### config.mk
export PLATFORM = sky130hd
export DESIGN_NAME = hazardUnit_flat
export DESIGN_NICKNAME = d
export VERILOG_FILES = /design/src/design/pipePkg.sv /design/src/design/hazardUnit.sv /design/src/flat_wrapper.sv
export SDC_FILE = /design/constraint.sdc
export NUM_CORES = 1
export LEC_CHECK = 0
export ABC_AREA = 1
export ABC_CLOCK_PERIOD_IN_PS = 1200
export BUFFER_PORTS_ARGS = -buffer_cell sky130_fd_sc_hd__buf_2
export CAP_MARGIN = 20
export CORE_UTILIZATION = 39
export DETAILED_ROUTE_END_ITERATION = 12
export GPL_ROUTABILITY_DRIVEN = 0
export PLACE_DENSITY = 0.95
export SETUP_SLACK_MARGIN = 0.2
export SLEW_MARGIN = 15
export SYNTH_ARGS = -nofsm -noshare
export SYNTH_HDL_FRONTEND = slang
export SYNTH_SLANG_ARGS = --single-unit
### constraint.sdc
create_clock -name vclk -period 1.2
set_input_delay 0.24 -clock vclk [all_inputs]
set_output_delay 0.24 -clock vclk [all_outputs]
set_load 0.03 [all_outputs]
### src/design/pipePkg.sv
//////////////////////////////////////////////////////////////////////
// shared types of the five-stage core: widths, command classes,
// ALU operations, forwarding selects, opcodes and instruction formats
//////////////////////////////////////////////////////////////////////
package pipePkg;

	localparam int xlen = 32;
	localparam int regBits = 5;

	typedef logic [xlen-1:0] dataWord;
	typedef logic [regBits-1:0] regIdx;

	// command class seen by the hazard unit
	typedef enum logic [1:0] {
		cmdOther = 2'b00,
		cmdJmp = 2'b01,
		cmdSw = 2'b10,
		cmdLw = 2'b11
	} cmdClass;

	typedef enum logic [2:0] {aluAdd, aluSub, aluAnd, aluOr} aluOp;

	typedef enum logic [1:0] {fwdNone, fwdMem, fwdWb} fwdSel;

	localparam logic [6:0] opLoad = 7'b0000011;
	localparam logic [6:0] opStore = 7'b0100011;
	localparam logic [6:0] opOp = 7'b0110011;
	localparam logic [6:0] opOpImm = 7'b0010011;
	localparam logic [6:0] opBranch = 7'b1100011;
	localparam logic [6:0] opJal = 7'b1101111;

	typedef struct packed {
		logic [6:0] funct7;
		regIdx rs2;
		regIdx rs1;
		logic [2:0] funct3;
		regIdx rd;
		logic [6:0] opcode;
	} rFormat;

	typedef struct packed {
		logic [11:0] imm;
		regIdx rs1;
		logic [2:0] funct3;
		regIdx rd;
		logic [6:0] opcode;
	} iFormat;

	typedef struct packed {
		logic [6:0] immHi;
		regIdx rs2;
		regIdx rs1;
		logic [2:0] funct3;
		logic [4:0] immLo;
		logic [6:0] opcode;
	} sFormat;

	// branch offset is scattered, bit 0 implied
	typedef struct packed {
		logic imm12;
		logic [5:0] imm10to5;
		regIdx rs2;
		regIdx rs1;
		logic [2:0] funct3;
		logic [3:0] imm4to1;
		logic imm11;
		logic [6:0] opcode;
	} bFormat;

	typedef struct packed {
		logic imm20;
		logic [9:0] imm10to1;
		logic imm11;
		logic [7:0] imm19to12;
		regIdx rd;
		logic [6:0] opcode;
	} jFormat;

	typedef union packed {
		rFormat r;
		iFormat i;
		sFormat s;
		bFormat b;
		jFormat j;
	} instrWord;

endpackage
### src/design/hazardUnit.sv
//////////////////////////////////////////////////////////////////////
// stage control and stage info interfaces, and the hazard unit:
// forwarding selects, load-use stall, branch flush, system freeze
//////////////////////////////////////////////////////////////////////
interface stageCtrlIf;
	import pipePkg::*;

	logic holdF;
	logic holdD;
	logic holdE;
	logic holdM;
	logic holdW;
	logic flushD;
	logic flushE;
	logic bubbleE;
	fwdSel fwdA;
	fwdSel fwdB;

	modport hazard (
		output holdF, holdD, holdE, holdM, holdW,
		output flushD, flushE, bubbleE, fwdA, fwdB
	);
	modport stage (
		input holdF, holdD, holdE, holdM, holdW,
		input flushD, flushE, bubbleE, fwdA, fwdB
	);
endinterface

interface stageInfoIf;
	import pipePkg::*;

	cmdClass cmdD;
	regIdx rs1D;
	regIdx rs2D;
	cmdClass cmdE;
	regIdx rdE;
	regIdx rs1E;
	regIdx rs2E;
	logic takenE;
	cmdClass cmdM;
	regIdx rdM;
	logic weM;
	regIdx rdW;
	logic weW;

	modport decode (output cmdD, rs1D, rs2D);
	modport execute (output cmdE, rdE, rs1E, rs2E, takenE);
	modport memory (output cmdM, rdM, weM, rdW, weW);
	modport hazard (
		input cmdD, rs1D, rs2D, cmdE, rdE, rs1E, rs2E, takenE,
		input cmdM, rdM, weM, rdW, weW
	);
endinterface

module hazardUnit (
	input logic sysStall,
	stageInfoIf.hazard info,
	stageCtrlIf.hazard ctrl,
	output logic memRead,
	output logic memWrite
);
	import pipePkg::*;

	logic loadUse;

	// memory stage wins over writeback, x0 is never forwarded
	function automatic fwdSel pickSource(input regIdx rs, input regIdx rdM, input logic weM,
			input regIdx rdW, input logic weW);
		fwdSel sel;
		sel = fwdNone;
		if (rs != '0 && rs == rdM && weM) begin
			sel = fwdMem;
		end else if (rs != '0 && rs == rdW && weW) begin
			sel = fwdWb;
		end
		return sel;
	endfunction

	assign loadUse = (info.cmdE == cmdLw) && (info.rdE != '0) &&
		((info.rdE == info.rs1D) || (info.rdE == info.rs2D));

	always_comb begin
		// every stage works
		ctrl.holdF = 1'b0;
		ctrl.holdD = 1'b0;
		ctrl.holdE = 1'b0;
		ctrl.holdM = 1'b0;
		ctrl.holdW = 1'b0;
		ctrl.flushD = 1'b0;
		ctrl.flushE = 1'b0;
		ctrl.bubbleE = 1'b0;
		ctrl.fwdA = pickSource(info.rs1E, info.rdM, info.weM, info.rdW, info.weW);
		ctrl.fwdB = pickSource(info.rs2E, info.rdM, info.weM, info.rdW, info.weW);
		if (sysStall) begin
			// memory system busy, nothing moves
			ctrl.holdF = 1'b1;
			ctrl.holdD = 1'b1;
			ctrl.holdE = 1'b1;
			ctrl.holdM = 1'b1;
			ctrl.holdW = 1'b1;
		end else begin
			if (loadUse) begin
				ctrl.holdF = 1'b1;
				ctrl.holdD = 1'b1;
				ctrl.bubbleE = 1'b1;
			end
			// taken beq kills the two younger slots
			if (info.takenE) begin
				ctrl.flushD = 1'b1;
				ctrl.flushE = 1'b1;
			end
		end
	end

	assign memRead = (info.cmdM == cmdLw);
	assign memWrite = (info.cmdM == cmdSw);

endmodule

### src/flat_wrapper.sv
// flat-port wrapper written by rule: the top's interface ports become plain ports
module hazardUnit_flat import pipePkg::*;
  (sysStall, memRead, memWrite, info_cmdD, info_rs1D, info_rs2D, info_cmdE, info_rdE, info_rs1E, info_rs2E, info_takenE, info_cmdM, info_rdM, info_weM, info_rdW, info_weW, ctrl_holdF, ctrl_holdD, ctrl_holdE, ctrl_holdM, ctrl_holdW, ctrl_flushD, ctrl_flushE, ctrl_bubbleE, ctrl_fwdA, ctrl_fwdB);
  stageInfoIf info_i ();
  stageCtrlIf ctrl_i ();
  input logic sysStall;
  output logic memRead;
  output logic memWrite;
  input wire logic [$bits(info_i.cmdD)-1:0] info_cmdD;
  input wire logic [$bits(info_i.rs1D)-1:0] info_rs1D;
  input wire logic [$bits(info_i.rs2D)-1:0] info_rs2D;
  input wire logic [$bits(info_i.cmdE)-1:0] info_cmdE;
  input wire logic [$bits(info_i.rdE)-1:0] info_rdE;
  input wire logic [$bits(info_i.rs1E)-1:0] info_rs1E;
  input wire logic [$bits(info_i.rs2E)-1:0] info_rs2E;
  input wire logic [$bits(info_i.takenE)-1:0] info_takenE;
  input wire logic [$bits(info_i.cmdM)-1:0] info_cmdM;
  input wire logic [$bits(info_i.rdM)-1:0] info_rdM;
  input wire logic [$bits(info_i.weM)-1:0] info_weM;
  input wire logic [$bits(info_i.rdW)-1:0] info_rdW;
  input wire logic [$bits(info_i.weW)-1:0] info_weW;
  output wire logic [$bits(ctrl_i.holdF)-1:0] ctrl_holdF;
  output wire logic [$bits(ctrl_i.holdD)-1:0] ctrl_holdD;
  output wire logic [$bits(ctrl_i.holdE)-1:0] ctrl_holdE;
  output wire logic [$bits(ctrl_i.holdM)-1:0] ctrl_holdM;
  output wire logic [$bits(ctrl_i.holdW)-1:0] ctrl_holdW;
  output wire logic [$bits(ctrl_i.flushD)-1:0] ctrl_flushD;
  output wire logic [$bits(ctrl_i.flushE)-1:0] ctrl_flushE;
  output wire logic [$bits(ctrl_i.bubbleE)-1:0] ctrl_bubbleE;
  output wire logic [$bits(ctrl_i.fwdA)-1:0] ctrl_fwdA;
  output wire logic [$bits(ctrl_i.fwdB)-1:0] ctrl_fwdB;
  assign info_i.cmdD = info_cmdD;
  assign info_i.rs1D = info_rs1D;
  assign info_i.rs2D = info_rs2D;
  assign info_i.cmdE = info_cmdE;
  assign info_i.rdE = info_rdE;
  assign info_i.rs1E = info_rs1E;
  assign info_i.rs2E = info_rs2E;
  assign info_i.takenE = info_takenE;
  assign info_i.cmdM = info_cmdM;
  assign info_i.rdM = info_rdM;
  assign info_i.weM = info_weM;
  assign info_i.rdW = info_rdW;
  assign info_i.weW = info_weW;
  assign ctrl_holdF = ctrl_i.holdF;
  assign ctrl_holdD = ctrl_i.holdD;
  assign ctrl_holdE = ctrl_i.holdE;
  assign ctrl_holdM = ctrl_i.holdM;
  assign ctrl_holdW = ctrl_i.holdW;
  assign ctrl_flushD = ctrl_i.flushD;
  assign ctrl_flushE = ctrl_i.flushE;
  assign ctrl_bubbleE = ctrl_i.bubbleE;
  assign ctrl_fwdA = ctrl_i.fwdA;
  assign ctrl_fwdB = ctrl_i.fwdB;
  hazardUnit u_core (.sysStall(sysStall), .info(info_i), .ctrl(ctrl_i), .memRead(memRead), .memWrite(memWrite));
endmodule
==> results of run 1 <==
## metal layers
metal / track usage, % / vias up / wire (µm)
met5: 0 / - / 0
met4: 3.87 / 0 / 65
met3: 0.870 / 8 / 170
met2: 50.3 / 60 / 1500
met1: 27.8 / 460 / 979
li1: - / 491 / -
## what timing repair did
action,4_1_cts,5_1_grt
cloned,0,0
gates resized for setup,46,37
pin swaps,13,17
endpoints found under the setup margin,7,7
setup buffers,0,0
hold buffers,0,0
## per-stage QoR
| stage | utilization (%) | cell area, µm² | setup WS, ps |
|---|---|---|---|
| floorplan | - | 672 | 46.8 |
| global placement | 69.2 | 957 | -142 |
| detailed placement | 69.2 | 957 | -174 |
| CTS | 79.3 | 1100 | -117 |
| global route | 88.7 | 1230 | -312 |
| finish | 88.7 | 1230 | -241 |
## power breakdown
group / internal [mW] / switching [mW] / total [mW]
clock: 0 / 0 / 0
sequential: 0 / 0 / 0
combinational: 0.216 / 0.237 / 0.454
## cell type report
cell class | instances | area (µm²)
multi-input cells | 93 | 571
repair buffers | 60 | 504
fillers | 71 | 156
inverters | 30 | 133
well taps | 15 | 18.8
## how the worst min path moves through the flow
stage,to,slack (ps),depth (start not counted)
3_3_place_gp,memWrite,760,3
6_report,memWrite,770,3
2_1_floorplan,ctrl_flushD,520,1
4_1_cts,memWrite,770,3
5_1_grt,memWrite,770,3
3_5_place_dp,memWrite,770,3
## layout by cell type, fill, tap and decap left out
| master | n |
|---|---|
| nor3_4 | 1 |
| buf_4 | 5 |
| nor2_2 | 2 |
| o22ai_2 | 1 |
| buf_2 | 28 |
| nand3b_1 | 1 |
| xnor2_2 | 1 |
| nand3_1 | 6 |
| buf_8 | 6 |
| inv_6 | 1 |
| inv_8 | 1 |
| nor3_2 | 1 |
| nand4_1 | 5 |
| and3_1 | 2 |
| o21ai_1 | 1 |
| nand2_1 | 31 |
| inv_2 | 8 |
| xor2_1 | 4 |
| nor2_1 | 10 |
| nand2_4 | 1 |
| o211ai_1 | 1 |
| xnor2_1 | 7 |
| inv_4 | 3 |
| o21ai_2 | 2 |
| inv_1 | 17 |
| buf_6 | 21 |
| nand2_2 | 9 |
| nor2_4 | 6 |
| or2_1 | 1 |
## worst max-delay path: stages
cell and delay, ps:
buf_6 100, inv_2 30, nand2_1 60, nand2_1 60
nor2_1 150, nand3_1 140, nand2_1 100, nand2_2 80
nor2_2 100, buf_6 140
## cells by family after synthesis
| logic type | Yosys count |
|---|---|
| and+or+nand+nor | 76 |
| AOI/OAI and AO/OA | 5 |
| xor gates and xnor gates | 12 |
| buffers and inverters | 35 |
==> results.toml, run 1 <==
[setup_path]
crit_type = "in -> out"
critPathArrivalTime_ps = 1200
critPathRequiredTime_ps = 960
endpoint_kind = "output pin"
worstSetupEndpoint = "ctrl_bubbleE"
startpoint = "info_rdE[2]"
crit_fanout = 4
startpoint_type = "primary input"

[power]
total_power_mw = 0.454
power_per_cell_area_nw_per_um2 = 370
leakage_nw = 0.694
ir_drop_mv = 0.241

[sta]
slew_headroom_pct = 84.8
tightestPinTransition_ps = 226
fin_tns_setup_ps = -1020
timing.final.crit_period_ps = 1440
hold_viol = 0
drv_slew = 0
timing.final.ws_setup_ps = -241
rsz0062_at_grt = "yes"
fmax_ghz = 0.694
setup_viol = 7
hold_ws_ps = 766
fin_crit_sh_pct = 120

[synthesis]
synth.mux.area_fraction_pct = 0
synth-xor-area-share_pct = 17.1
synth_area_um2 = 613
synth_cell_type_count = 19
synth-simple-area-share_pct = 53.7
synth_most_common_cell = "nand2_1"
netlist_instances = 128
syn_nets = 173
avgSynthCellArea_um2 = 4.79
synth_adder_area_share_pct = 0
synth_seq_area_share_pct = 0
yosysTopAreaCell = "nand2_1"
yosys-top-cells-count = "40 x nand2_1, 25 x inv_1, 15 x nor2_1"
synth_top_family_by_area = "simple AND/OR/NAND/NOR gates"
synth_compound_area_share_pct = 4.69
synth_top_area_share_pct = 24.5
synthTopCellsByArea = "nand2_1 24%, inv_1 15%, xnor2_1 11%"
synth_warnings = 0

[detailed_routing]
via_per_inst = 5.15
drtAntennaViolNets = 0
drt_iter0_markers = 38
dr.pass1.iters = 4
vias = 1019
wl_mm = 2.72
post_drt_wl_per_cell_um = 13.7
drcViolationCount = 0

[floorplan]
die_w_um = 41.7
dieArea_um2 = 1730
initial_core_util_pct = 44.3
row_count = 13
core-area_um2 = 1380
chipHeight_um = 41.7
io_pins = 59

[cells_and_area]
nClkBuffers = 0
diodes = 0
seq_cells = 0
layoutNonFillerInstCount = 198
drive_above_1_share_pct = 53.0
area_growth_pct = 100
seq_area_um2 = 0
nets = 230

[flow_run]
maxCapViolCount = 0

[grt]
grtUsageTotal_pct = 24.6
antenna_found_initial = 0
grt_pass1_vias = 908
grt-ovfl-total = 0
grt_max_degree = 7
grt_first_pass_wirelength_mm = 3.56

[outcome]
violations = "setup timing"
status = "finished with violations"

[place]
io_buffers = 57
placed_cells = 198
dp_hpwl_mm = 1.68

[hold_path]
hp-class = "in -> out"
min_from = "info_cmdM[0]"
No activity file was read; power rests on OpenSTA's default activity.
==> run 2: changes to the inputs <==
- ABC_AREA: 1 -> unset
- BUFFER_PORTS_ARGS: -buffer_cell sky130_fd_sc_hd__buf_2 -> unset
- CORE_AREA: unset -> 2 2 39 41
- CORE_UTILIZATION: 39 -> unset
- DIE_AREA: unset -> 0 0 41 43
- DONT_BUFFER_PORTS: unset -> 1
- PLACE_DENSITY: 0.95 -> 0.62
==> results.toml, run 2 <==
[place]
pre_cts_ws_ps = -430
io_buffers = 0
placed_cells = 81
dp_hpwl_mm = 1.14

[cells_and_area]
layoutNonFillerInstCount = 85
nFillCells = 143
final_cell_mix = "16 x xnor2_1, 14 x xor2_1, 9 x buf_4"
seq_area_um2 = 0
fin_util_pct = 47.5
diodes = 0
multi_input_area_um2 = 524
area_growth_pct = 31.6
layout_commonest_cell = "xnor2_1"
nets = 116
nClkBuffers = 0
drive_above_1_share_pct = 36.2
seq_cells = 0

[sta]
tightestPinTransition_ps = 412
fin_crit_sh_pct = 137
setup_viol = 7
slew_headroom_pct = 72.5
hold_viol = 0
timing.final.crit_period_ps = 1640
hold_ws_ps = 481
fmax_ghz = 0.608
timing.final.ws_setup_ps = -445
rsz0062_at_grt = "yes"
drv_slew = 0

[outcome]
status = "finished with violations"
violations = "setup timing"

[grt]
grt-ovfl-total = 0
grtUsageTotal_pct = 14.4
antenna_found_initial = 0
grt_max_degree = 7
grt_pass1_vias = 497
grt_first_pass_wirelength_mm = 1.84

[power]
total_power_mw = 0.188
leakage_nw = 0.214
ir_drop_mv = 0.108
power_per_cell_area_nw_per_um2 = 286

[detailed_routing]
via_per_inst = 5.48
wl_met2_um = 718
drt_iter0_markers = 2
wl_mm = 1.24
wl_met1_um = 374
wl_met3_um = 148
dr.max_layer_used = "met3"
drtAntennaViolNets = 0
dr.pass1.iters = 4
vias = 466
drcViolationCount = 0
post_drt_wl_per_cell_um = 14.6

[synthesis]
synth_compound_area_share_pct = 4.51
yosys-top-cells-count = "16 x xnor2_1, 14 x xor2_1, 5 x buf_4"
syn_nets = 106
synth_seq_area_share_pct = 0
avgSynthCellArea_um2 = 8.18
synth_top_family_by_area = "XOR/XNOR gates"
synthTopCellsByArea = "xnor2_1 28%, xor2_1 25%, nor4_2 10%"
yosysTopAreaCell = "xnor2_1"
synth_area_um2 = 499
netlist_instances = 61
synth.mux.area_fraction_pct = 0
synth_cell_type_count = 16
synth_warnings = 0
synth_most_common_cell = "xnor2_1"
synth_top_area_share_pct = 28.1
synth_adder_area_share_pct = 0
synth-simple-area-share_pct = 35.3
synth-xor-area-share_pct = 52.6

[setup_path]
worstSetupEndpoint = "ctrl_fwdB[1]"
crit_type = "in -> out"
crit_fanout = 3
startpoint_type = "primary input"
startpoint = "info_rs2E[0]"
critPathRequiredTime_ps = 960
critPathArrivalTime_ps = 1400
endpoint_kind = "output pin"

[floorplan]
row_count = 14
io_pins = 59
core-area_um2 = 1380
chipHeight_um = 43
dieArea_um2 = 1760
initial_core_util_pct = 36.1
die_w_um = 41

[hold_path]
hp-class = "in -> out"
min_delay_path_depth = 0

[flow_run]
maxCapViolCount = 0
==> run 2: changes by cell type after synthesis, moves of 4 or more <==
| cell | delta |
|---|---|
| nand2_1 | -38 |
| inv_1 | -25 |
| nor2_1 | -13 |
| xor2_1 | +10 |
| xnor2_1 | +8 |
| nand3_1 | -6 |
| inv_2 | -5 |
| nor4_2 | +4 |
==> run 2: cell families (layout without fill, tap and decap cells) <==
group / count (synthesis) / in the layout
buffers and inverters: 5 / 13
AO/OA/AOI/OAI: 3 / 3
AND/OR/NAND/NOR: 23 / 23
XOR/XNOR: 30 / 30
==> run 2: worst min-delay path by stage <==
| stage | start | to |
|---|---|---|
| 2_1_floorplan | sysStall | ctrl_flushD |
| 3_3_place_gp | sysStall | ctrl_holdW |
| 3_5_place_dp | sysStall | ctrl_holdW |
| 4_1_cts | sysStall | ctrl_holdW |
| 5_1_grt | sysStall | ctrl_holdM |
| 6_report | sysStall | ctrl_holdW |
==> run 2: power by group <==
group	internal [mW]	switching, mW	total (mW)
clock	0	0	0
sequential	0	0	0
combinational	0.0960	0.0916	0.188
total	0.0960	0.0916	0.188
==> run 2: area by class of cell <==
cell class / count / area share [%]
repair buffers: 13 / 17.1
well taps: 16 / 3.05
multi-input cells: 56 / 79.8
==> run 2: worst max-delay path, stage by stage <==
cell    delay, ps
or4_4         530
nor2_4        130
nor4_4         70
nor4_4        230
buf_4         200
==> run 2: repair_timing <==
action                                  CTS  global route
hold buffers                              0             0
gates resized for setup                   4             2
buffers inserted                          3             1
endpoints found under the setup margin    7             7
pin swaps                                 1             1
==> run 2: layer usage <==
layer	track usage, %	vias up
li1	-	225
met1	15.5	214
met2	29.1	27
met3	1.05	0
met4	0	0
met5	0	-
==> run 2: per-stage QoR <==
step / cell area, µm² / TNS (ps)
finish: 657 / -2200
detailed placement: 601 / -2380
CTS: 642 / -2250
global route: 657 / -2380
global placement: 601 / -2250
floorplan: 551 / -1990
