`config.mk`:
```
export PLATFORM = sky130hd
export DESIGN_NAME = fetchStage_flat
export DESIGN_NICKNAME = d
export VERILOG_FILES = /design/src/design/pipePkg.sv /design/src/design/hazardUnit.sv /design/src/design/fetchStage.sv /design/src/flat_wrapper.sv
export SDC_FILE = /design/constraint.sdc
export NUM_CORES = 1
export LEC_CHECK = 0
export BUFFER_PORTS_ARGS = -buffer_cell sky130_fd_sc_hd__buf_2
export CAP_MARGIN = 10
export CORE_AREA = 3 3 86 105
export CTS_CLUSTER_SIZE = 25
export DETAILED_ROUTE_END_ITERATION = 10
export DIE_AREA = 0 0 89 108
export PLACE_DENSITY = 0.94
export SYNTH_ARGS = -nofsm -noshare
export SYNTH_HDL_FRONTEND = slang
export SYNTH_SLANG_ARGS = --single-unit
export TNS_END_PERCENT = 20
```
`constraint.sdc`:
```
create_clock -name clk -period 3.32 [get_ports clk]
set_input_delay 0.83 -clock clk [delete_from_list [all_inputs] [get_ports clk]]
set_output_delay 0.83 -clock clk [all_outputs]
set_load 0.05 [all_outputs]
```
`src/design/pipePkg.sv`:
```
//////////////////////////////////////////////////////////////////////
// shared types of the five-stage core: widths, command classes,
// ALU operations, forwarding selects, opcodes and instruction formats
//////////////////////////////////////////////////////////////////////
package pipePkg;

	localparam int xlen = 32;
	localparam int regBits = 5;

	typedef logic [xlen-1:0] dataWord;
	typedef logic [regBits-1:0] regIdx;

	// command class seen by the hazard unit
	typedef enum logic [1:0] {
		cmdOther = 2'b00,
		cmdJmp = 2'b01,
		cmdSw = 2'b10,
		cmdLw = 2'b11
	} cmdClass;

	typedef enum logic [2:0] {aluAdd, aluSub, aluAnd, aluOr} aluOp;

	typedef enum logic [1:0] {fwdNone, fwdMem, fwdWb} fwdSel;

	localparam logic [6:0] opLoad = 7'b0000011;
	localparam logic [6:0] opStore = 7'b0100011;
	localparam logic [6:0] opOp = 7'b0110011;
	localparam logic [6:0] opOpImm = 7'b0010011;
	localparam logic [6:0] opBranch = 7'b1100011;
	localparam logic [6:0] opJal = 7'b1101111;

	typedef struct packed {
		logic [6:0] funct7;
		regIdx rs2;
		regIdx rs1;
		logic [2:0] funct3;
		regIdx rd;
		logic [6:0] opcode;
	} rFormat;

	typedef struct packed {
		logic [11:0] imm;
		regIdx rs1;
		logic [2:0] funct3;
		regIdx rd;
		logic [6:0] opcode;
	} iFormat;

	typedef struct packed {
		logic [6:0] immHi;
		regIdx rs2;
		regIdx rs1;
		logic [2:0] funct3;
		logic [4:0] immLo;
		logic [6:0] opcode;
	} sFormat;

	// branch offset is scattered, bit 0 implied
	typedef struct packed {
		logic imm12;
		logic [5:0] imm10to5;
		regIdx rs2;
		regIdx rs1;
		logic [2:0] funct3;
		logic [3:0] imm4to1;
		logic imm11;
		logic [6:0] opcode;
	} bFormat;

	typedef struct packed {
		logic imm20;
		logic [9:0] imm10to1;
		logic imm11;
		logic [7:0] imm19to12;
		regIdx rd;
		logic [6:0] opcode;
	} jFormat;

	typedef union packed {
		rFormat r;
		iFormat i;
		sFormat s;
		bFormat b;
		jFormat j;
	} instrWord;

endpackage
```
`src/design/hazardUnit.sv`:
```
//////////////////////////////////////////////////////////////////////
// stage control and stage info interfaces, and the hazard unit:
// forwarding selects, load-use stall, branch flush, system freeze
//////////////////////////////////////////////////////////////////////
interface stageCtrlIf;
	import pipePkg::*;

	logic holdF;
	logic holdD;
	logic holdE;
	logic holdM;
	logic holdW;
	logic flushD;
	logic flushE;
	logic bubbleE;
	fwdSel fwdA;
	fwdSel fwdB;

	modport hazard (
		output holdF, holdD, holdE, holdM, holdW,
		output flushD, flushE, bubbleE, fwdA, fwdB
	);
	modport stage (
		input holdF, holdD, holdE, holdM, holdW,
		input flushD, flushE, bubbleE, fwdA, fwdB
	);
endinterface



```
`src/design/fetchStage.sv`:
```
//////////////////////////////////////////////////////////////////////
// program counter, redirect and fetch-to-decode register
//////////////////////////////////////////////////////////////////////
module fetchStage #(
	parameter logic [31:0] resetPc = 32'h0
) (
	input logic clk,
	input logic reset,
	stageCtrlIf.stage ctrl,
	input logic redirect,
	input pipePkg::dataWord target,
	output pipePkg::dataWord imemAddr,
	input pipePkg::dataWord imemData,
	output pipePkg::dataWord instrD,
	output pipePkg::dataWord pcD,
	output logic validD
);
	import pipePkg::*;

	dataWord pc;

	assign imemAddr = pc;

	always_ff @(posedge clk) begin
		if (reset) begin
			pc <= resetPc;
		end else if (!ctrl.holdF) begin
			pc <= redirect ? target : pc + 32'd4;
		end
	end

	always_ff @(posedge clk) begin
		if (reset) begin
			validD <= 1'b0;
		end else if (!ctrl.holdD) begin
			validD <= ~ctrl.flushD;
		end
	end

	always_ff @(posedge clk) begin
		if (!ctrl.holdD) begin
			instrD <= imemData;
			pcD <= pc;
		end
	end

endmodule

```
`src/flat_wrapper.sv`:
```
// flat-port wrapper written by rule: the top's interface ports become plain ports
module fetchStage_flat import pipePkg::*;
#(
	parameter logic [31:0] resetPc = 32'h0
)
  (clk, reset, redirect, target, imemAddr, imemData, instrD, pcD, validD, ctrl_holdF, ctrl_holdD, ctrl_holdE, ctrl_holdM, ctrl_holdW, ctrl_flushD, ctrl_flushE, ctrl_bubbleE, ctrl_fwdA, ctrl_fwdB);
  stageCtrlIf ctrl_i ();
  input logic clk;
  input logic reset;
  input logic redirect;
  input pipePkg::dataWord target;
  output pipePkg::dataWord imemAddr;
  input pipePkg::dataWord imemData;
  output pipePkg::dataWord instrD;
  output pipePkg::dataWord pcD;
  output logic validD;
  input wire logic [$bits(ctrl_i.holdF)-1:0] ctrl_holdF;
  input wire logic [$bits(ctrl_i.holdD)-1:0] ctrl_holdD;
  input wire logic [$bits(ctrl_i.holdE)-1:0] ctrl_holdE;
  input wire logic [$bits(ctrl_i.holdM)-1:0] ctrl_holdM;
  input wire logic [$bits(ctrl_i.holdW)-1:0] ctrl_holdW;
  input wire logic [$bits(ctrl_i.flushD)-1:0] ctrl_flushD;
  input wire logic [$bits(ctrl_i.flushE)-1:0] ctrl_flushE;
  input wire logic [$bits(ctrl_i.bubbleE)-1:0] ctrl_bubbleE;
  input wire logic [$bits(ctrl_i.fwdA)-1:0] ctrl_fwdA;
  input wire logic [$bits(ctrl_i.fwdB)-1:0] ctrl_fwdB;
  assign ctrl_i.holdF = ctrl_holdF;
  assign ctrl_i.holdD = ctrl_holdD;
  assign ctrl_i.holdE = ctrl_holdE;
  assign ctrl_i.holdM = ctrl_holdM;
  assign ctrl_i.holdW = ctrl_holdW;
  assign ctrl_i.flushD = ctrl_flushD;
  assign ctrl_i.flushE = ctrl_flushE;
  assign ctrl_i.bubbleE = ctrl_bubbleE;
  assign ctrl_i.fwdA = ctrl_fwdA;
  assign ctrl_i.fwdB = ctrl_fwdB;
  fetchStage #(.resetPc(resetPc)) u_core (.clk(clk), .reset(reset), .ctrl(ctrl_i), .redirect(redirect), .target(target), .imemAddr(imemAddr), .imemData(imemData), .instrD(instrD), .pcD(pcD), .validD(validD));
endmodule
```
==> insert_results.sql, run 1 <==
INSERT INTO impl_metrics (metric_group, metric, value, unit) VALUES
('setup_path', 'length_in_cells_of_the_worst_reg_to_reg_path', '5', ''),
('floorplanning', 'fp-row-count', '36', ''),
('setup_path', 'r2r_end', 'u_core.imemAddr[30]', ''),
('setup_path', 'timing.critical_path.cells', 'ha_1 -> nand3_1 -> or4_4 -> or4b_1 -> a31oi_1', ''),
('clock_network', 'numCtsBuffers', '9', ''),
('detailed_routing', 'via_count', '3619', ''),
('setup_path', 'register_to_register_path_setup_slack', '1.02', 'ns'),
('floorplanning', 'chipHeight', '108', 'microns'),
('yosys', 'post_synthesis_async_set_or_reset_flop_share', '0', '%'),
('floorplanning', 'pin_count', '176', ''),
('flow_run', 'drv.max_cap_violation_count', '0', ''),
('yosys', 'yosys.area.top_type_share', '46.7', '%'),
('worst_hold_path', 'hp-class', 'reg -> reg', ''),
('setup_path', 'cp_data_required_time', '3.60', 'ns'),
('sta', 'worst_slew_pin_slew', '0.868', 'ns'),
('setup_path', 'critical-path-max-stage-delay', '0.55', 'ns'),
('grt', 'grt_overflow', '0', ''),
('clock_network', 'ctsLongestPathBuffers', '2', ''),
('sta', 'finalSetupViolCount', '0', ''),
('sta', 'hold_viol', '0', ''),
('grt', 'antenna_violations_before_repair', '0', ''),
('yosys', 'yosys.cell_types.count', '59', ''),
('pwr', 'report.power.total', '2.72', 'mW'),
('grt', 'grt_usage', '22.0', '%'),
('setup_path', 'crit_buf_inv', '0', ''),
('clock_network', 'htree_num_levels', '3', ''),
('cells_and_area', 'regArea', '2580', 'sq um'),
('detailed_routing', 'drc', '0', ''),
('placement', 'place_congestion', '0.876', ''),
('placement', 'io_buffers', '166', ''),
('status', 'status', 'complete, no violations', ''),
('yosys', 'synth-seq-area-share', '62.8', '%'),
('pwr', 'vdd_ir_drop_max', '244', 'uV'),
('yosys', 'ys.warnings.count', '0', ''),
('detailed_routing', 'route.final.wire_length', '10800', 'microns'),
('yosys', 'post_synth_main_area_contributors', 'edfxtp_1 (47%), dfxtp_1 (16%), nand2_1 (2.8%)', ''),
('placement', 'dp_hpwl', '7690', 'microns'),
('cells_and_area', 'num_antenna_cells', '0', ''),
('setup_path', 'crit_slowest_cell', 'or4_4', ''),
('worst_hold_path', 'whs_endpoint', 'u_core.pcD[1]', ''),
('setup_path', 'startpoint_type', 'flip-flop', ''),
('clock_network', 'tritoncts_num_sinks', '97', ''),
('sta', 'final_min_period_over_clock_period', '69.1', '%'),
('pwr', 'power.density_cell_area', '522', 'nW/um^2'),
('detailed_routing', 'route.detailed.vias_per_inst', '5.92', ''),
('sta', 'setup_tns', '0', 'ns'),
('setup_path', 'path_class', 'reg -> reg', ''),
('cells_and_area', 'drive_above_1_share', '38.6', '%'),
('yosys', 'ys_seq_elements', '97', ''),
('cells_and_area', 'area_used_by_multi_input_combinational_logic', '1400', 'sq um'),
('clock_network', 'clk_transition_reported_paths', '0.09', 'ns'),
('cells_and_area', 'num-fill-cells', '623', ''),
('clock_network', 'post-cts-setup-buffer-count', '0', ''),
('yosys', 'post_synth_instance_area', '4110', 'sq um'),
('floorplanning', 'die-width', '89', 'microns'),
('detailed_routing', 'dr.first_iter.drc_count', '365', ''),
('yosys', 'yosysMostFrequentCell', 'edfxtp_1', ''),
('setup_path', 'crit_family', 'simple AND/OR/NAND/NOR gates', ''),
('clock_network', 'clk-insertion-delay-late', '0.36', 'ns'),
('worst_hold_path', 'min_from', 'u_core.imemAddr[1]', ''),
('sta', 'timing.max_slew.rel_slack', '41.9', '%'),
('cells_and_area', 'design.final.nets', '591', ''),
('floorplanning', 'die_area', '9610', 'sq um'),
('clock_network', 'tritoncts', 'built', ''),
('yosys', 'synth_edf_count', '64', ''),
('yosys', 'mappedNetlistNets', '432', ''),
('sta', 'fmax', '436', 'MHz'),
('detailed_routing', 'drtPass1Iterations', '4', ''),
('floorplanning', 'initial_core_util', '51.0', '%'),
('setup_path', 'critPathCaptureType', 'flip-flop', ''),
('yosys', 'synth_top_flop_cell', 'edfxtp_1', '');
## cells in the final DEF (no fill, tap or decap), drive strengths merged, types with 3 or more instances in the layout
cell type,Yosys,final
a211oi,3,3
edfxtp,64,64
nand3,7,7
nor2b,3,3
nor3,4,4
and3,4,4
nand4,15,15
nand4b,3,3
o31ai,3,3
o221ai,4,4
o31a,3,3
or4,3,3
nor2,26,26
a31oi,6,6
o211ai,3,3
a311o,5,5
nor4,6,6
or3,3,3
dfxtp,33,33
a21oi,16,16
and4,3,3
mux2i,5,5
o211a,3,3
clkbuf,16,10
nand2,31,31
inv,12,13
buf,8,172
a221oi,3,3
o21ai,10,10
or2,5,5
a22oi,9,9
clkinv,0,4
## worst max-delay path by stage
stage,from,slack [ns],cells after the start,to
3_5_place_dp,ctrl_holdF,0.82,4,u_core.imemAddr[16]
6_report,u_core.imemAddr[3],1.02,5,u_core.imemAddr[30]
2_1_floorplan,ctrl_holdD,0.83,1,u_core.instrD[0]
4_1_cts,u_core.imemAddr[3],1.05,5,u_core.imemAddr[30]
5_1_grt,u_core.imemAddr[3],0.96,5,u_core.imemAddr[30]
3_3_place_gp,ctrl_holdF,0.94,4,u_core.imemAddr[0]
## worst register-to-register path, cell delays in order (launching register included)
cell,delay (ns)
dfxtp_1,0.47
ha_1,0.30
nand3_1,0.17
or4_4,0.56
or4b_1,0.54
a31oi_1,0.18
## per-layer routing
layer	share of wire, %	wire [microns]	vias to the layer above	global-route usage (%)
met5	0	0	-	0
met4	2.6	278	0	10.9
met3	8.1	876	24	5.11
met2	50	5410	188	36.5
met1	39	4220	1719	26.4
li1	-	-	1688	-
## state kept, by name, summed over array words and instances, names as in the netlist
name             cells
u_core.validD        1
u_core.instrD       32
u_core.pcD          32
u_core.imemAddr     32
## cell families after synthesis
group           synth area share, %
simple gates                   16.1
flops                          62.8
compound gates                 16.2
buf+inv                        3.44
mux                            1.22
fa+ha+maj                     0.304
## power breakdown
group	switching, mW	internal (mW)	total [mW]
Combinational	0.406	0.128	0.534
Clock	0.397	0.351	0.749
Sequential	0.0623	1.37	1.44
## metrics by stage
step	instance area, sq um	instances	worst slack, ns	utilization (%)
after floorplan	4110	352	0.830	-
after global placement	5020	595	0.943	62.2
after detailed placement	5020	595	0.815	62.2
after CTS	5210	611	1.05	64.6
after global routing	5210	611	0.961	64.6
final	5210	611	1.02	64.6
## layout make-up
class	count	share of cell area, %
Inverter	12	0.864
Clock buffer	10	2.45
Sequential cell	97	49.6
Timing Repair Buffer	172	16.8
Tap cell	95	2.28
Multi-Input combinational cell	219	26.8
Clock inverter	6	1.27
No activity file was read; power rests on OpenSTA's default activity.
==> inputs of run 2 (changes only) <==
--- a/config.mk
+++ b/config.mk
@@ -7,11 +7,11 @@
 export LEC_CHECK = 0
 export BUFFER_PORTS_ARGS = -buffer_cell sky130_fd_sc_hd__buf_2
 export CAP_MARGIN = 10
-export CORE_AREA = 3 3 86 105
+export CORE_AREA = 3 3 89 108
 export CTS_CLUSTER_SIZE = 25
 export DETAILED_ROUTE_END_ITERATION = 10
-export DIE_AREA = 0 0 89 108
-export PLACE_DENSITY = 0.94
+export DIE_AREA = 0 0 92 111
+export PLACE_DENSITY = 0.9
 export SYNTH_ARGS = -nofsm -noshare
 export SYNTH_HDL_FRONTEND = slang
 export SYNTH_SLANG_ARGS = --single-unit
==> constraint.sdc (replaced) <==
create_clock -name clk -period 2.3 [get_ports clk]
set_input_delay 0.575 -clock clk [delete_from_list [all_inputs] [get_ports clk]]
set_output_delay 0.575 -clock clk [all_outputs]
set_load 0.05 [all_outputs]
==> run 2 against run 1 <==
Net effect: maximum frequency is 6.0% higher; critical path type unchanged; core utilization is 2.8 points lower; critical endpoint unchanged; non-clock buffer count is 10 higher; register-to-register slack worse by 0.89 ns; clock skew hardly changed.
==> insert_results.sql, run 2 (same netlist as run 1, synthesis figures left out) <==
INSERT INTO impl_metrics (metric_group, metric, value, unit) VALUES
('sta', 'hold_ws', '0.384', 'ns'),
('sta', 'timing.max_slew.rel_slack', '64.8', '%'),
('worst_hold_path', 'hp-class', 'in -> reg', ''),
('clock_network', 'clk_transition_reported_paths', '0.09', 'ns'),
('worst_hold_path', 'min_from', 'imemData[10]', ''),
('setup_path', 'critical-path-max-stage-delay', '0.55', 'ns'),
('cells_and_area', 'regArea', '2580', 'sq um'),
('grt', 'antenna_violations_before_repair', '0', ''),
('floorplanning', 'chipHeight', '111', 'microns'),
('cells_and_area', 'layout_common_cells', 'buf_2 (166), edfxtp_1 (64), nand2_1 (31), dfxtp_1 (31), nor2_1 (26)', ''),
('sta', 'min_period', '2.17', 'ns'),
('pwr', 'total_switching_power', '1.25', 'mW'),
('cells_and_area', 'post_layout_nonfiller_instances', '643', ''),
('cells_and_area', 'drive_above_1_share', '39.9', '%'),
('grt', 'grt_pass1_wl', '17400', 'microns'),
('sta', 'drv_slew', '0', ''),
('placement', 'dp_hpwl', '7940', 'microns'),
('placement', 'place_congestion', '0.836', ''),
('floorplanning', 'die_area', '10200', 'sq um'),
('detailed_routing', 'dr.first_iter.drc_count', '456', ''),
('setup_path', 'crit_slowest_cell', 'or4_4', ''),
('sta', 'hold_viol', '0', ''),
('clock_network', 'post-cts-setup-buffer-count', '0', ''),
('pwr', 'power.share.clock', '27.3', '%'),
('grt', 'largest_net_degree_at_the_start_of_global_routing', '65', ''),
('sta', 'rsz0062_at_grt', 'no', ''),
('cells_and_area', 'layout.cells.most_common', 'buf_2', ''),
('sta', 'final_min_period_over_clock_period', '94.2', '%'),
('setup_path', 'path_class', 'reg -> reg', ''),
('pwr', 'cell_internal_pwr', '2.69', 'mW'),
('clock_network', 'postCtsHoldBufs', '0', ''),
('detailed_routing', 'drtPass1Iterations', '5', ''),
('clock_network', 'ctsLongestPathBuffers', '2', ''),
('cells_and_area', 'num_antenna_cells', '0', ''),
('setup_path', 'startpoint_type', 'flip-flop', ''),
('clock_network', 'numCtsBuffers', '9', ''),
('status', 'status', 'complete, no violations', ''),
('placement', 'io_buffers', '166', ''),
('pwr', 'power.density_cell_area', '740', 'nW/um^2'),
('pwr', 'combinationalPowerShare', '20.4', '%'),
('detailed_routing', 'route.detailed.vias_per_inst', '5.73', ''),
('setup_path', 'cp_max_fo', '8', ''),
('cells_and_area', 'num-fill-cells', '702', ''),
('floorplanning', 'initial_core_util', '47.8', '%'),
('floorplanning', 'die-width', '92', 'microns'),
('floorplanning', 'core_area', '8610', 'sq um'),
('detailed_routing', 'drt.antenna.violating_nets', '0', ''),
('cells_and_area', 'area_used_by_multi_input_combinational_logic', '1400', 'sq um'),
('clock_network', 'clk-insertion-delay-late', '0.36', 'ns'),
('setup_path', 'crit_buf_inv', '0', ''),
('setup_path', 'worstReg2RegStart', 'u_core.imemAddr[2]', ''),
('detailed_routing', 'drc', '0', ''),
('sta', 'finalSetupViolCount', '0', ''),
('sta', 'fmax', '462', 'MHz'),
('sta', 'final.setup_skew', '0.00790', 'ns'),
('cells_and_area', 'design.final.nets', '601', ''),
('setup_path', 'setup.worst_path.start', 'u_core.imemAddr[2]', ''),
('clock_network', 'tritoncts', 'built', ''),
('setup_path', 'worstPathArrival', '2.45', 'ns'),
('clock_network', 'htree_num_levels', '3', ''),
('sta', 'setup_tns', '0', 'ns'),
('clock_network', 'postCtsResizedCells', '0', ''),
('setup_path', 'critPathCaptureType', 'flip-flop', ''),
('pwr', 'power_leakage', '2.20', 'nW'),
('detailed_routing', 'via_count', '3682', ''),
('detailed_routing', 'wire_per_inst', '17.1', 'microns'),
('pwr', 'power.share.switching', '31.8', '%'),
('pwr', 'vdd_ir_drop_max', '285', 'uV'),
('setup_path', 'crit_family', 'simple AND/OR/NAND/NOR gates', ''),
('sta', 'worst_slew_pin_slew', '0.526', 'ns'),
('detailed_routing', 'route.final.wire_length', '11000', 'microns'),
('clock_network', 'tritoncts_num_sinks', '97', ''),
('grt', 'grt_pass1_vias', '3520', ''),
('pwr', 'sequentialPowerShare', '52.3', '%'),
('placement', 'post-place-cells', '627', ''),
('setup_path', 'cp_data_required_time', '2.59', 'ns'),
('cells_and_area', 'areaGrowthSynthToFinish', '29.4', '%'),
('grt', 'grt_usage', '21.2', '%'),
('clock_network', 'clock_root_buffer', 'clkbuf_8', ''),
('floorplanning', 'pin_count', '176', ''),
('setup_path', 'timing.critical_path.cells', 'ha_1 -> nand3_1 -> or4_4 -> or4b_1 -> a31oi_1', ''),
('flow_run', 'drv.max_cap_violation_count', '0', ''),
('floorplanning', 'fp-row-count', '37', ''),
('grt', 'grt_overflow', '0', '');
[run 2: cell types whose count changed in the layout (fill, tap and decap cells not counted)]
cell        change
dfxtp_2         +2
clkbuf_1        +1
dfxtp_1         -2
clkinvlp_4      +1
buf_4           +9
buf_12          +1
clkinv_4        -2
[run 2: cell type report]
cell class	count	share of cell area (%)
Inverter	12	0.846
Multi-Input combinational cell	219	26.2
Clock inverter	5	1.06
Timing Repair Buffer	182	18.1
Sequential cell	97	48.6
Clock buffer	11	2.47
Tap cell	117	2.75
[run 2: worst paths after layout]
check | to | slack, ns | cells past startpoint
min | u_core.instrD[10] | 0.38 | 1
max | u_core.imemAddr[30] | 0.13 | 5
max reg2reg | u_core.imemAddr[30] | 0.13 | 5
min reg2reg | u_core.pcD[1] | 0.46 | 0
[run 2: power groups by stage]
stage / clock, mW / sequential, mW / combinational, mW
after CTS: 1.10 / 2.06 / 0.805
after detailed placement: 0 / 2.10 / 0.804
after global routing: 1.17 / 2.08 / 0.840
after floorplan: 0 / 2.50 / 0.159
final: 1.08 / 2.06 / 0.802
after global placement: 0 / 2.09 / 0.791
[run 2: stage by stage]
stage               worst slack (ns)  cell area [sq um]  utilization, %  total power [mW]
floorplan                     0.0647               4120               -              2.66
global placement               0.258               5130            59.6              2.89
detailed placement             0.180               5130            59.6              2.91
CTS                            0.157               5320            61.8              3.97
global route                  0.0785               5320            61.8              4.09
finish                         0.134               5320            61.8              3.94
[run 2: metal layers]
layer  global-route usage, %  wire [microns]  vias up
li1                        -               -     1711
met1                    26.3            4360     1735
met2                    35.6            5450      215
met3                    4.21             920       21
met4                    9.61             239        0
met5                       0               0        -
