$ cat config.mk
export PLATFORM = sky130hd
export DESIGN_NAME = executeStage_flat
export DESIGN_NICKNAME = d
export VERILOG_FILES = /design/src/design/pipePkg.sv /design/src/design/hazardUnit.sv /design/src/design/executeStage.sv /design/src/flat_wrapper.sv
export SDC_FILE = /design/constraint.sdc
export NUM_CORES = 1
export LEC_CHECK = 0
export BUFFER_PORTS_ARGS = -buffer_cell sky130_fd_sc_hd__buf_2
export CORE_ASPECT_RATIO = 2
export CORE_MARGIN = 2
export CORE_UTILIZATION = 48
export DETAILED_ROUTE_END_ITERATION = 8
export PLACE_DENSITY = 0.76
export SLEW_MARGIN = 10
export SYNTH_ARGS = -nofsm -noshare
export SYNTH_HDL_FRONTEND = slang
export SYNTH_SLANG_ARGS = --single-unit
$ cat constraint.sdc
create_clock -name clk -period 8.8 [get_ports clk]
set_input_delay 0.88 -clock clk [delete_from_list [all_inputs] [get_ports clk]]
set_output_delay 0.88 -clock clk [all_outputs]
set_load 0.005 [all_outputs]
$ cat src/design/pipePkg.sv
//////////////////////////////////////////////////////////////////////
// shared types of the five-stage core: widths, command classes,
// ALU operations, forwarding selects, opcodes and instruction formats
//////////////////////////////////////////////////////////////////////
package pipePkg;

	localparam int xlen = 32;
	localparam int regBits = 5;

	typedef logic [xlen-1:0] dataWord;
	typedef logic [regBits-1:0] regIdx;

	// command class seen by the hazard unit
	typedef enum logic [1:0] {
		cmdOther = 2'b00,
		cmdJmp = 2'b01,
		cmdSw = 2'b10,
		cmdLw = 2'b11
	} cmdClass;

	typedef enum logic [2:0] {aluAdd, aluSub, aluAnd, aluOr} aluOp;

	typedef enum logic [1:0] {fwdNone, fwdMem, fwdWb} fwdSel;

	localparam logic [6:0] opLoad = 7'b0000011;
	localparam logic [6:0] opStore = 7'b0100011;
	localparam logic [6:0] opOp = 7'b0110011;
	localparam logic [6:0] opOpImm = 7'b0010011;
	localparam logic [6:0] opBranch = 7'b1100011;
	localparam logic [6:0] opJal = 7'b1101111;

	typedef struct packed {
		logic [6:0] funct7;
		regIdx rs2;
		regIdx rs1;
		logic [2:0] funct3;
		regIdx rd;
		logic [6:0] opcode;
	} rFormat;

	typedef struct packed {
		logic [11:0] imm;
		regIdx rs1;
		logic [2:0] funct3;
		regIdx rd;
		logic [6:0] opcode;
	} iFormat;

	typedef struct packed {
		logic [6:0] immHi;
		regIdx rs2;
		regIdx rs1;
		logic [2:0] funct3;
		logic [4:0] immLo;
		logic [6:0] opcode;
	} sFormat;

	// branch offset is scattered, bit 0 implied
	typedef struct packed {
		logic imm12;
		logic [5:0] imm10to5;
		regIdx rs2;
		regIdx rs1;
		logic [2:0] funct3;
		logic [3:0] imm4to1;
		logic imm11;
		logic [6:0] opcode;
	} bFormat;

	typedef struct packed {
		logic imm20;
		logic [9:0] imm10to1;
		logic imm11;
		logic [7:0] imm19to12;
		regIdx rd;
		logic [6:0] opcode;
	} jFormat;

	typedef union packed {
		rFormat r;
		iFormat i;
		sFormat s;
		bFormat b;
		jFormat j;
	} instrWord;

endpackage
$ cat src/design/hazardUnit.sv
//////////////////////////////////////////////////////////////////////
// stage control and stage info interfaces, and the hazard unit:
// forwarding selects, load-use stall, branch flush, system freeze
//////////////////////////////////////////////////////////////////////
interface stageCtrlIf;
	import pipePkg::*;

	logic holdF;
	logic holdD;
	logic holdE;
	logic holdM;
	logic holdW;
	logic flushD;
	logic flushE;
	logic bubbleE;
	fwdSel fwdA;
	fwdSel fwdB;

	modport hazard (
		output holdF, holdD, holdE, holdM, holdW,
		output flushD, flushE, bubbleE, fwdA, fwdB
	);
	modport stage (
		input holdF, holdD, holdE, holdM, holdW,
		input flushD, flushE, bubbleE, fwdA, fwdB
	);
endinterface

interface stageInfoIf;
	import pipePkg::*;

	cmdClass cmdD;
	regIdx rs1D;
	regIdx rs2D;
	cmdClass cmdE;
	regIdx rdE;
	regIdx rs1E;
	regIdx rs2E;
	logic takenE;
	cmdClass cmdM;
	regIdx rdM;
	logic weM;
	regIdx rdW;
	logic weW;

	modport decode (output cmdD, rs1D, rs2D);
	modport execute (output cmdE, rdE, rs1E, rs2E, takenE);
	modport memory (output cmdM, rdM, weM, rdW, weW);
	modport hazard (
		input cmdD, rs1D, rs2D, cmdE, rdE, rs1E, rs2E, takenE,
		input cmdM, rdM, weM, rdW, weW
	);
endinterface


$ cat src/design/executeStage.sv
//////////////////////////////////////////////////////////////////////
// operand forwarding, ALU, beq compare and execute-to-memory register
//////////////////////////////////////////////////////////////////////
module executeStage (
	input logic clk,
	input logic reset,
	input pipePkg::aluOp opE,
	input pipePkg::dataWord aE,
	input pipePkg::dataWord bE,
	input pipePkg::dataWord immE,
	input pipePkg::dataWord pcE,
	input pipePkg::regIdx rdE,
	input pipePkg::regIdx rs1E,
	input pipePkg::regIdx rs2E,
	input logic weE,
	input logic immSelE,
	input logic isLoadE,
	input logic isStoreE,
	input logic isBranchE,
	input logic isJalE,
	input logic validE,
	stageCtrlIf.stage ctrl,
	stageInfoIf.execute info,
	input pipePkg::dataWord fwdMemData,
	input pipePkg::dataWord fwdWbData,
	output logic branchTaken,
	output pipePkg::dataWord branchTarget,
	output pipePkg::dataWord aluM,
	output pipePkg::dataWord storeM,
	output pipePkg::regIdx rdM,
	output logic weM,
	output logic isLoadM,
	output logic isStoreM,
	output logic validM
);
	import pipePkg::*;

	dataWord srcA;
	dataWord srcB;
	dataWord opB;
	dataWord result;

	assign srcA = (ctrl.fwdA == fwdMem) ? fwdMemData : (ctrl.fwdA == fwdWb) ? fwdWbData : aE;
	assign srcB = (ctrl.fwdB == fwdMem) ? fwdMemData : (ctrl.fwdB == fwdWb) ? fwdWbData : bE;
	assign opB = immSelE ? immE : srcB;

	always_comb begin
		case (opE)
			aluSub: result = srcA - opB;
			aluAnd: result = srcA & opB;
			aluOr: result = srcA | opB;
			default: result = srcA + opB;
		endcase
		// jal writes its link address
		if (isJalE) begin
			result = pcE + 32'd4;
		end
	end

	assign branchTaken = validE & isBranchE & (srcA == srcB);
	assign branchTarget = pcE + immE;

	assign info.cmdE = isLoadE ? cmdLw : isStoreE ? cmdSw :
		(isJalE | isBranchE) ? cmdJmp : cmdOther;
	assign info.rdE = rdE;
	assign info.rs1E = rs1E;
	assign info.rs2E = rs2E;
	assign info.takenE = branchTaken;

	always_ff @(posedge clk) begin
		if (reset) begin
			validM <= 1'b0;
			weM <= 1'b0;
			isLoadM <= 1'b0;
			isStoreM <= 1'b0;
		end else if (!ctrl.holdM) begin
			validM <= validE;
			weM <= weE;
			isLoadM <= isLoadE;
			isStoreM <= isStoreE;
		end
	end

	always_ff @(posedge clk) begin
		if (!ctrl.holdM) begin
			aluM <= result;
			storeM <= srcB;
			rdM <= rdE;
		end
	end

endmodule

$ cat src/flat_wrapper.sv
// flat-port wrapper written by rule: the top's interface ports become plain ports
module executeStage_flat import pipePkg::*;
  (clk, reset, opE, aE, bE, immE, pcE, rdE, rs1E, rs2E, weE, immSelE, isLoadE, isStoreE, isBranchE, isJalE, validE, fwdMemData, fwdWbData, branchTaken, branchTarget, aluM, storeM, rdM, weM, isLoadM, isStoreM, validM, ctrl_holdF, ctrl_holdD, ctrl_holdE, ctrl_holdM, ctrl_holdW, ctrl_flushD, ctrl_flushE, ctrl_bubbleE, ctrl_fwdA, ctrl_fwdB, info_cmdE, info_rdE, info_rs1E, info_rs2E, info_takenE);
  stageCtrlIf ctrl_i ();
  stageInfoIf info_i ();
  input logic clk;
  input logic reset;
  input pipePkg::aluOp opE;
  input pipePkg::dataWord aE;
  input pipePkg::dataWord bE;
  input pipePkg::dataWord immE;
  input pipePkg::dataWord pcE;
  input pipePkg::regIdx rdE;
  input pipePkg::regIdx rs1E;
  input pipePkg::regIdx rs2E;
  input logic weE;
  input logic immSelE;
  input logic isLoadE;
  input logic isStoreE;
  input logic isBranchE;
  input logic isJalE;
  input logic validE;
  input pipePkg::dataWord fwdMemData;
  input pipePkg::dataWord fwdWbData;
  output logic branchTaken;
  output pipePkg::dataWord branchTarget;
  output pipePkg::dataWord aluM;
  output pipePkg::dataWord storeM;
  output pipePkg::regIdx rdM;
  output logic weM;
  output logic isLoadM;
  output logic isStoreM;
  output logic validM;
  input wire logic [$bits(ctrl_i.holdF)-1:0] ctrl_holdF;
  input wire logic [$bits(ctrl_i.holdD)-1:0] ctrl_holdD;
  input wire logic [$bits(ctrl_i.holdE)-1:0] ctrl_holdE;
  input wire logic [$bits(ctrl_i.holdM)-1:0] ctrl_holdM;
  input wire logic [$bits(ctrl_i.holdW)-1:0] ctrl_holdW;
  input wire logic [$bits(ctrl_i.flushD)-1:0] ctrl_flushD;
  input wire logic [$bits(ctrl_i.flushE)-1:0] ctrl_flushE;
  input wire logic [$bits(ctrl_i.bubbleE)-1:0] ctrl_bubbleE;
  input wire logic [$bits(ctrl_i.fwdA)-1:0] ctrl_fwdA;
  input wire logic [$bits(ctrl_i.fwdB)-1:0] ctrl_fwdB;
  output wire logic [$bits(info_i.cmdE)-1:0] info_cmdE;
  output wire logic [$bits(info_i.rdE)-1:0] info_rdE;
  output wire logic [$bits(info_i.rs1E)-1:0] info_rs1E;
  output wire logic [$bits(info_i.rs2E)-1:0] info_rs2E;
  output wire logic [$bits(info_i.takenE)-1:0] info_takenE;
  assign ctrl_i.holdF = ctrl_holdF;
  assign ctrl_i.holdD = ctrl_holdD;
  assign ctrl_i.holdE = ctrl_holdE;
  assign ctrl_i.holdM = ctrl_holdM;
  assign ctrl_i.holdW = ctrl_holdW;
  assign ctrl_i.flushD = ctrl_flushD;
  assign ctrl_i.flushE = ctrl_flushE;
  assign ctrl_i.bubbleE = ctrl_bubbleE;
  assign ctrl_i.fwdA = ctrl_fwdA;
  assign ctrl_i.fwdB = ctrl_fwdB;
  assign info_cmdE = info_i.cmdE;
  assign info_rdE = info_i.rdE;
  assign info_rs1E = info_i.rs1E;
  assign info_rs2E = info_i.rs2E;
  assign info_takenE = info_i.takenE;
  executeStage u_core (.clk(clk), .reset(reset), .opE(opE), .aE(aE), .bE(bE), .immE(immE), .pcE(pcE), .rdE(rdE), .rs1E(rs1E), .rs2E(rs2E), .weE(weE), .immSelE(immSelE), .isLoadE(isLoadE), .isStoreE(isStoreE), .isBranchE(isBranchE), .isJalE(isJalE), .validE(validE), .ctrl(ctrl_i), .info(info_i), .fwdMemData(fwdMemData), .fwdWbData(fwdWbData), .branchTaken(branchTaken), .branchTarget(branchTarget), .aluM(aluM), .storeM(storeM), .rdM(rdM), .weM(weM), .isLoadM(isLoadM), .isStoreM(isStoreM), .validM(validM));
endmodule
==> out/qor.yml, run 1 <==
grtUsageTotal: 0.3080
syn2layout_area_growth_pct: 18.20
syn_area_per_cell_sq_um: 8.315
setup_viol: 0
ys.warnings.count: 0
status: "finished clean"
regArea_sq_um: 2152
routed_wirelength_um: 36650
placedCellCount: 1795
most-common-layout-cells: "buf_2 (325), a21oi_1 (130), mux2i_1 (121)"
synthMuxAreaShare: 0.1335
required_ns: 8.89
wl_per_cell_um: 20.14
place.gp.congestion: 1.031
cts_setup_buffers: 0
holdWs_ns: 0.4919
clock.fmax_mhz: 158.4
syn_area_sq_um: 10530
placed_area_sq_um: 12170
synth_compound_area_frac: 0.2188
critPathTopFamily: "compound AO/OA/AOI/OAI gates"
grt_pass1_wl_um: 54920
synth_simple_gate_area_share: 0.1669
yosysSeqAreaShare: 0.2044
clock_path_buffers: 2
start_kind: "primary input"
die-area_sq_um: 23200
synth_top_family_by_area: "compound AO/OA/AOI/OAI gates"
drt-pass1-iter-count: 5
end_kind: "register"
crit_path_cell_trace: "buf_4 > buf_4 > mux2i_1 > mux2i_1 > mux2i_1 > and2_1 > a41oi_1 > o31ai_1 > xnor2_1 > ha_1 > nand3_1 > nor2_1 > nand3_1 > o31a_1 > o31ai_1 > a31oi_1 > o21ai_0 > mux2i_1 > o21ai_0"
synth_fa_ha_area_frac: 0.1051
crit_arrival_ns: 6.40
vias: 10950
crit_path_max_incr_delay_ns: 0.61
synth_edf_count: 69
cts_resized: 0
cts_tree: "done"
yosys_most_used_dff: "edfxtp_1"
final_cells: 1820
syn_inst: 1266
crit_path_frequent_cell: "mux2i_1"
peakVddDrop_mv: 0.1087
setup_tns_ns: 0
fin_crit_sh: 0.7176
drive_gt1_frac: 0.2454
cp_max_fo: 45
synth-xor-area-share: 0.1173
final_nets: 1832
final_common_cell: "buf_2"
synthesis.nets: 1565
drt_iter0_drc: 802
skew_ns: 0
ctsHtreeMaxLevel: 3
path_buf_inv: 2
cts_root_buffer: "clkbuf_16"
start_util: 0.4898
hold_class: "reg -> reg"
clkSlewWorstSetupHoldPaths_ns: 0.06
hold_violations: 0
rsz0062_at_grt: "false"
antenna_found_initial: 11
dp_hpwl_um: 29270
drcViolationCount: 0
drv_cap: 0
core_area_sq_um: 21490
grt_max_degree: 70
worst_slew_margin_rel: 0.3515
row_count: 76
cp_slowest_cell: "buf_4"
num_io_pins: 355
overflow: 0
detail-route-antenna-nets: 0
numCtsBuffers: 9
clkLatencyLatePin_ns: 0.36
finalInstanceArea_sq_um: 12440
max_slew.worst_pin.slew_ns: 0.9728
cts.sinks: 73
leakage_uw: 0.005593
nFillCells: 2068
synth_cell_types: 70
via_per_inst: 6.016
die_w_um: 108.7
portBuffers: 327
synth-async-reset-ratio: 0
die_h_um: 213.4
slew_violations: 0
multi_input_area_sq_um: 7814
fin_crit_ns: 6.315
crit_type: "in -> reg"
first_global_vias: 10680
ctsHoldBuffers: 0
ys_seq_elements: 73
powerDensity_nw_per_um2: 134.9
logic make-up (layout without fill, tap and decap cells):
family | count (synthesis) | in the layout
AO/OA/AOI/OAI | 360 | 360
AND/OR/NAND/NOR | 341 | 341
XOR/XNOR | 141 | 141
multiplexers | 138 | 138
buffers and inverters | 121 | 391
adder cells (fa/ha/maj) | 92 | 92
flip-flops | 73 | 73
other | 0 | 11
sequential cells by signal, indices dropped and copies added, names as in the netlist:
signal / count
u_core.weM: 1
u_core.isStoreM: 1
u_core.aluM: 32
u_core.rdM: 5
u_core.validM: 1
u_core.isLoadM: 1
u_core.storeM: 32
final cells by class:
class | instances | area share
multi-input combinational | 1072 | 0.6280
sequential | 73 | 0.1730
timing repair buffer | 336 | 0.1374
tap | 273 | 0.02745
clock buffer | 12 | 0.01901
inverter | 41 | 0.01237
antenna | 11 | 0.002212
clock inverter | 2 | 0.0006034
final timing paths:
| kind | end | slack [ns] | depth (start not counted) | start |
|---|---|---|---|---|
| hold reg to reg | u_core.validM$_SDFFE_PP0N_ | 0.49 | 2 | u_core.validM$_SDFFE_PP0N_ |
| setup reg to reg | u_core.isLoadM$_SDFFE_PP0N_ | 8.20 | 2 | u_core.isLoadM$_SDFFE_PP0N_ |
| hold / removal | u_core.validM$_SDFFE_PP0N_ | 0.49 | 2 | u_core.validM$_SDFFE_PP0N_ |
| setup / recovery | u_core.aluM[29]$_DFFE_PN_ | 2.48 | 19 | ctrl_fwdB[1] |
where the power goes:
part           total [uW]  internal, uW  switching, uW
registers             449           436           13.2
logic                 898           385            513
clock network         332           186            146
stage by stage:
step | setup WS, ns | utilization | power (uW)
after floorplan | 3.053 | - | 1051
after global placement | 2.355 | 0.5663 | 1317
after detailed placement | 2.303 | 0.5663 | 1331
after CTS | 2.627 | 0.5777 | 1670
after global routing | 2.091 | 0.5789 | 1783
final | 2.485 | 0.5789 | 1679
worst reg2reg max path: cells and delay by family (launching register included):
| kind | cells | cell delay [ns] |
|---|---|---|
| flip-flops | 1 | 0.31 |
| multiplexers | 1 | 0.13 |
| AND/OR/NAND/NOR | 1 | 0.06 |
cell usage after synthesis, types with 36 or more instances:
cell | n | area, sq um
a211oi_1 | 63 | 473.0
a21oi_1 | 130 | 650.6
clkbuf_1 | 36 | 135.1
edfxtp_1 | 69 | 2072
ha_1 | 66 | 825.8
inv_1 | 41 | 153.9
mux2i_1 | 121 | 1211
nand2_1 | 60 | 225.2
nor2_1 | 96 | 360.4
nor2b_1 | 57 | 356.6
o21ai_0 | 51 | 255.2
xnor2_1 | 87 | 762.0
xor2_1 | 54 | 473.0
layer usage:
layer / share of wire / GRT usage
met5: 0 / 0
met4: 0.064 / 0.2091
met3: 0.065 / 0.05289
met2: 0.50 / 0.5343
met1: 0.37 / 0.3367
Note: power is estimated with default switching activity, not from simulation.
==> run 2, diff against run 1 <==
- clock period: 8.8 -> 6.63 ns (I/O delays scaled with it)
==> run 2 against run 1 <==
Effect of this change: sequential share of layout area shrank 0.20 points; cell area grew 1.2%; critical path depth is the same; clock power grew 59%; power grew 39%; utilization grew 0.67 points; first-iteration DRC count shrank 5.7%; critical path type unchanged; critical endpoint is now u_core.aluM[31]$_DFFE_PN_; highest routed layer unchanged.
==> out/qor.yml, run 2 (synthesis results as in run 1) <==
pre_cts_ws_ns: 0.6675
start_util: 0.4898
nFillCells: 2066
fin_crit_ns: 5.716
cts_root_buffer: "clkbuf_16"
cts.sinks: 73
crit_path_max_incr_delay_ns: 0.51
clkSlewWorstSetupHoldPaths_ns: 0.06
fin_crit_sh: 0.8621
cts_resized: 0
skew_ns: 0
vias: 10900
end_kind: "register"
met3_length_um: 2159
syn2layout_area_growth_pct: 19.56
peakVddDrop_mv: 0.1272
wl_per_cell_um: 20.18
clock_path_buffers: 2
met2_length_um: 18700
worstSetupPathDepth: 19
setup_viol: 0
drive_gt1_frac: 0.2550
detail-route-antenna-nets: 0
top_layer: "met4"
met1Wirelength_um: 13780
layout_setup_ws_ns: 0.9144
leakage_uw: 0.005686
numCtsBuffers: 9
regArea_sq_um: 2152
dp_hpwl_um: 30260
max_slew.worst_pin.slew_ns: 0.9831
grt_pass1_wl_um: 55830
crit_path_cell_trace: "buf_4 > buf_4 > mux2i_1 > mux2i_1 > mux2_2 > or4b_4 > a21oi_1 > a21boi_1 > a21bo_2 > xnor2_1 > ha_1 > a21oi_1 > o21ai_0 > a211oi_1 > nor2_1 > a31oi_1 > o21ai_0 > or3_1 > nor3b_1"
core_area_sq_um: 21490
status: "finished clean"
die_w_um: 108.7
clock.fmax_mhz: 175.0
reg2reg_depth: 2
num_io_pins: 355
path_buf_inv: 2
die-area_sq_um: 23200
portBuffers: 327
drcViolationCount: 0
rsz0062_at_grt: "false"
routed_wirelength_um: 36950
via_per_inst: 5.954
critPathTopFamily: "compound AO/OA/AOI/OAI gates"
grtUsageTotal: 0.3130
required_ns: 6.74
reg_top3: "u_core.aluM: 32 flops, u_core.storeM: 32 flops, u_core.rdM: 5 flops"
worst_slew_margin_rel: 0.3446
ctsHtreeMaxLevel: 3
ctsHoldBuffers: 0
most-common-layout-cells: "buf_2 (325), a21oi_1 (130), mux2i_1 (121)"
die_h_um: 213.4
cp_slowest_cell: "or4b_4"
first_global_vias: 10880
crit_arrival_ns: 5.83
drv_cap: 0
final_nets: 1843
overflow: 0
grt_max_degree: 74
cts_setup_buffers: 0
slew_violations: 0
cts_tree: "done"
hold_class: "in -> reg"
multi_input_area_sq_um: 7814
cp_max_fo: 36
place.gp.congestion: 0.9411
final_common_cell: "buf_2"
clkLatencyLatePin_ns: 0.36
powerDensity_nw_per_um2: 185.3
drt-pass1-iter-count: 5
row_count: 76
holdPathStages: 1
crit_type: "in -> reg"
antenna_found_initial: 9
start_kind: "primary input"
hold_violations: 0
drt_iter0_drc: 756
setup_tns_ns: 0
-- run 2: changes by cell type in the layout (fill, tap and decap cells not counted), sizes merged --
cell / before / now
clkbuf: 12 / 9
buf: 336 / 347
bufinv: 0 / 2
clkinv: 2 / 5
diode: 11 / 9
-- run 2: layout make-up --
class,count,share of cell area
inverter,41,0.01223
clock inverter,7,0.006760
antenna,9,0.001789
tap,273,0.02714
sequential,73,0.1710
timing repair buffer,347,0.1424
multi-input combinational,1072,0.6208
clock buffer,9,0.01789
-- run 2: worst paths after layout --
kind                                 from                            to  slack, ns
min reg2reg  u_core.isStoreM$_SDFFE_PP0N_  u_core.isStoreM$_SDFFE_PP0N_       0.50
max                          ctrl_fwdB[1]     u_core.aluM[31]$_DFFE_PN_       0.91
max reg2reg       u_core.weM$_SDFFE_PP0N_       u_core.weM$_SDFFE_PP0N_       6.03
min                                rdE[3]       u_core.rdM[3]$_DFFE_PN_       0.48
-- run 2: worst reg2reg max path, cell delays in order, from the launching register on --
cell and delay, ns:
dfxtp_1 0.30, mux2i_1 0.14, nor2_1 0.05
-- run 2: routing by layer --
metal / track usage / vias to the layer above
li1: - / 5250
met1: 0.3425 / 5100
met2: 0.5470 / 439
met3: 0.04195 / 113
met4: 0.2202 / 0
met5: 0 / -
-- run 2: per-stage QoR --
| stage | power, uW | area [sq um] | hold WS, ns | util | std cells |
|---|---|---|---|---|---|
| 2_1_floorplan | 1395 | 10530 | 0.4884 | - | 1266 |
| 3_3_place_gp | 1777 | 12250 | 0.4693 | 0.5702 | 1806 |
| 3_5_place_dp | 1791 | 12250 | 0.4894 | 0.5702 | 1806 |
| 4_1_cts | 2327 | 12560 | 0.4732 | 0.5846 | 1822 |
| 5_1_grt | 2468 | 12590 | 0.4882 | 0.5856 | 1831 |
| 6_report | 2332 | 12590 | 0.4845 | 0.5856 | 1831 |
-- run 2: power by group --
group | switching [uW] | internal [uW]
Sequential | 16.6 | 579
Clock | 204 | 326
Combinational | 689 | 519
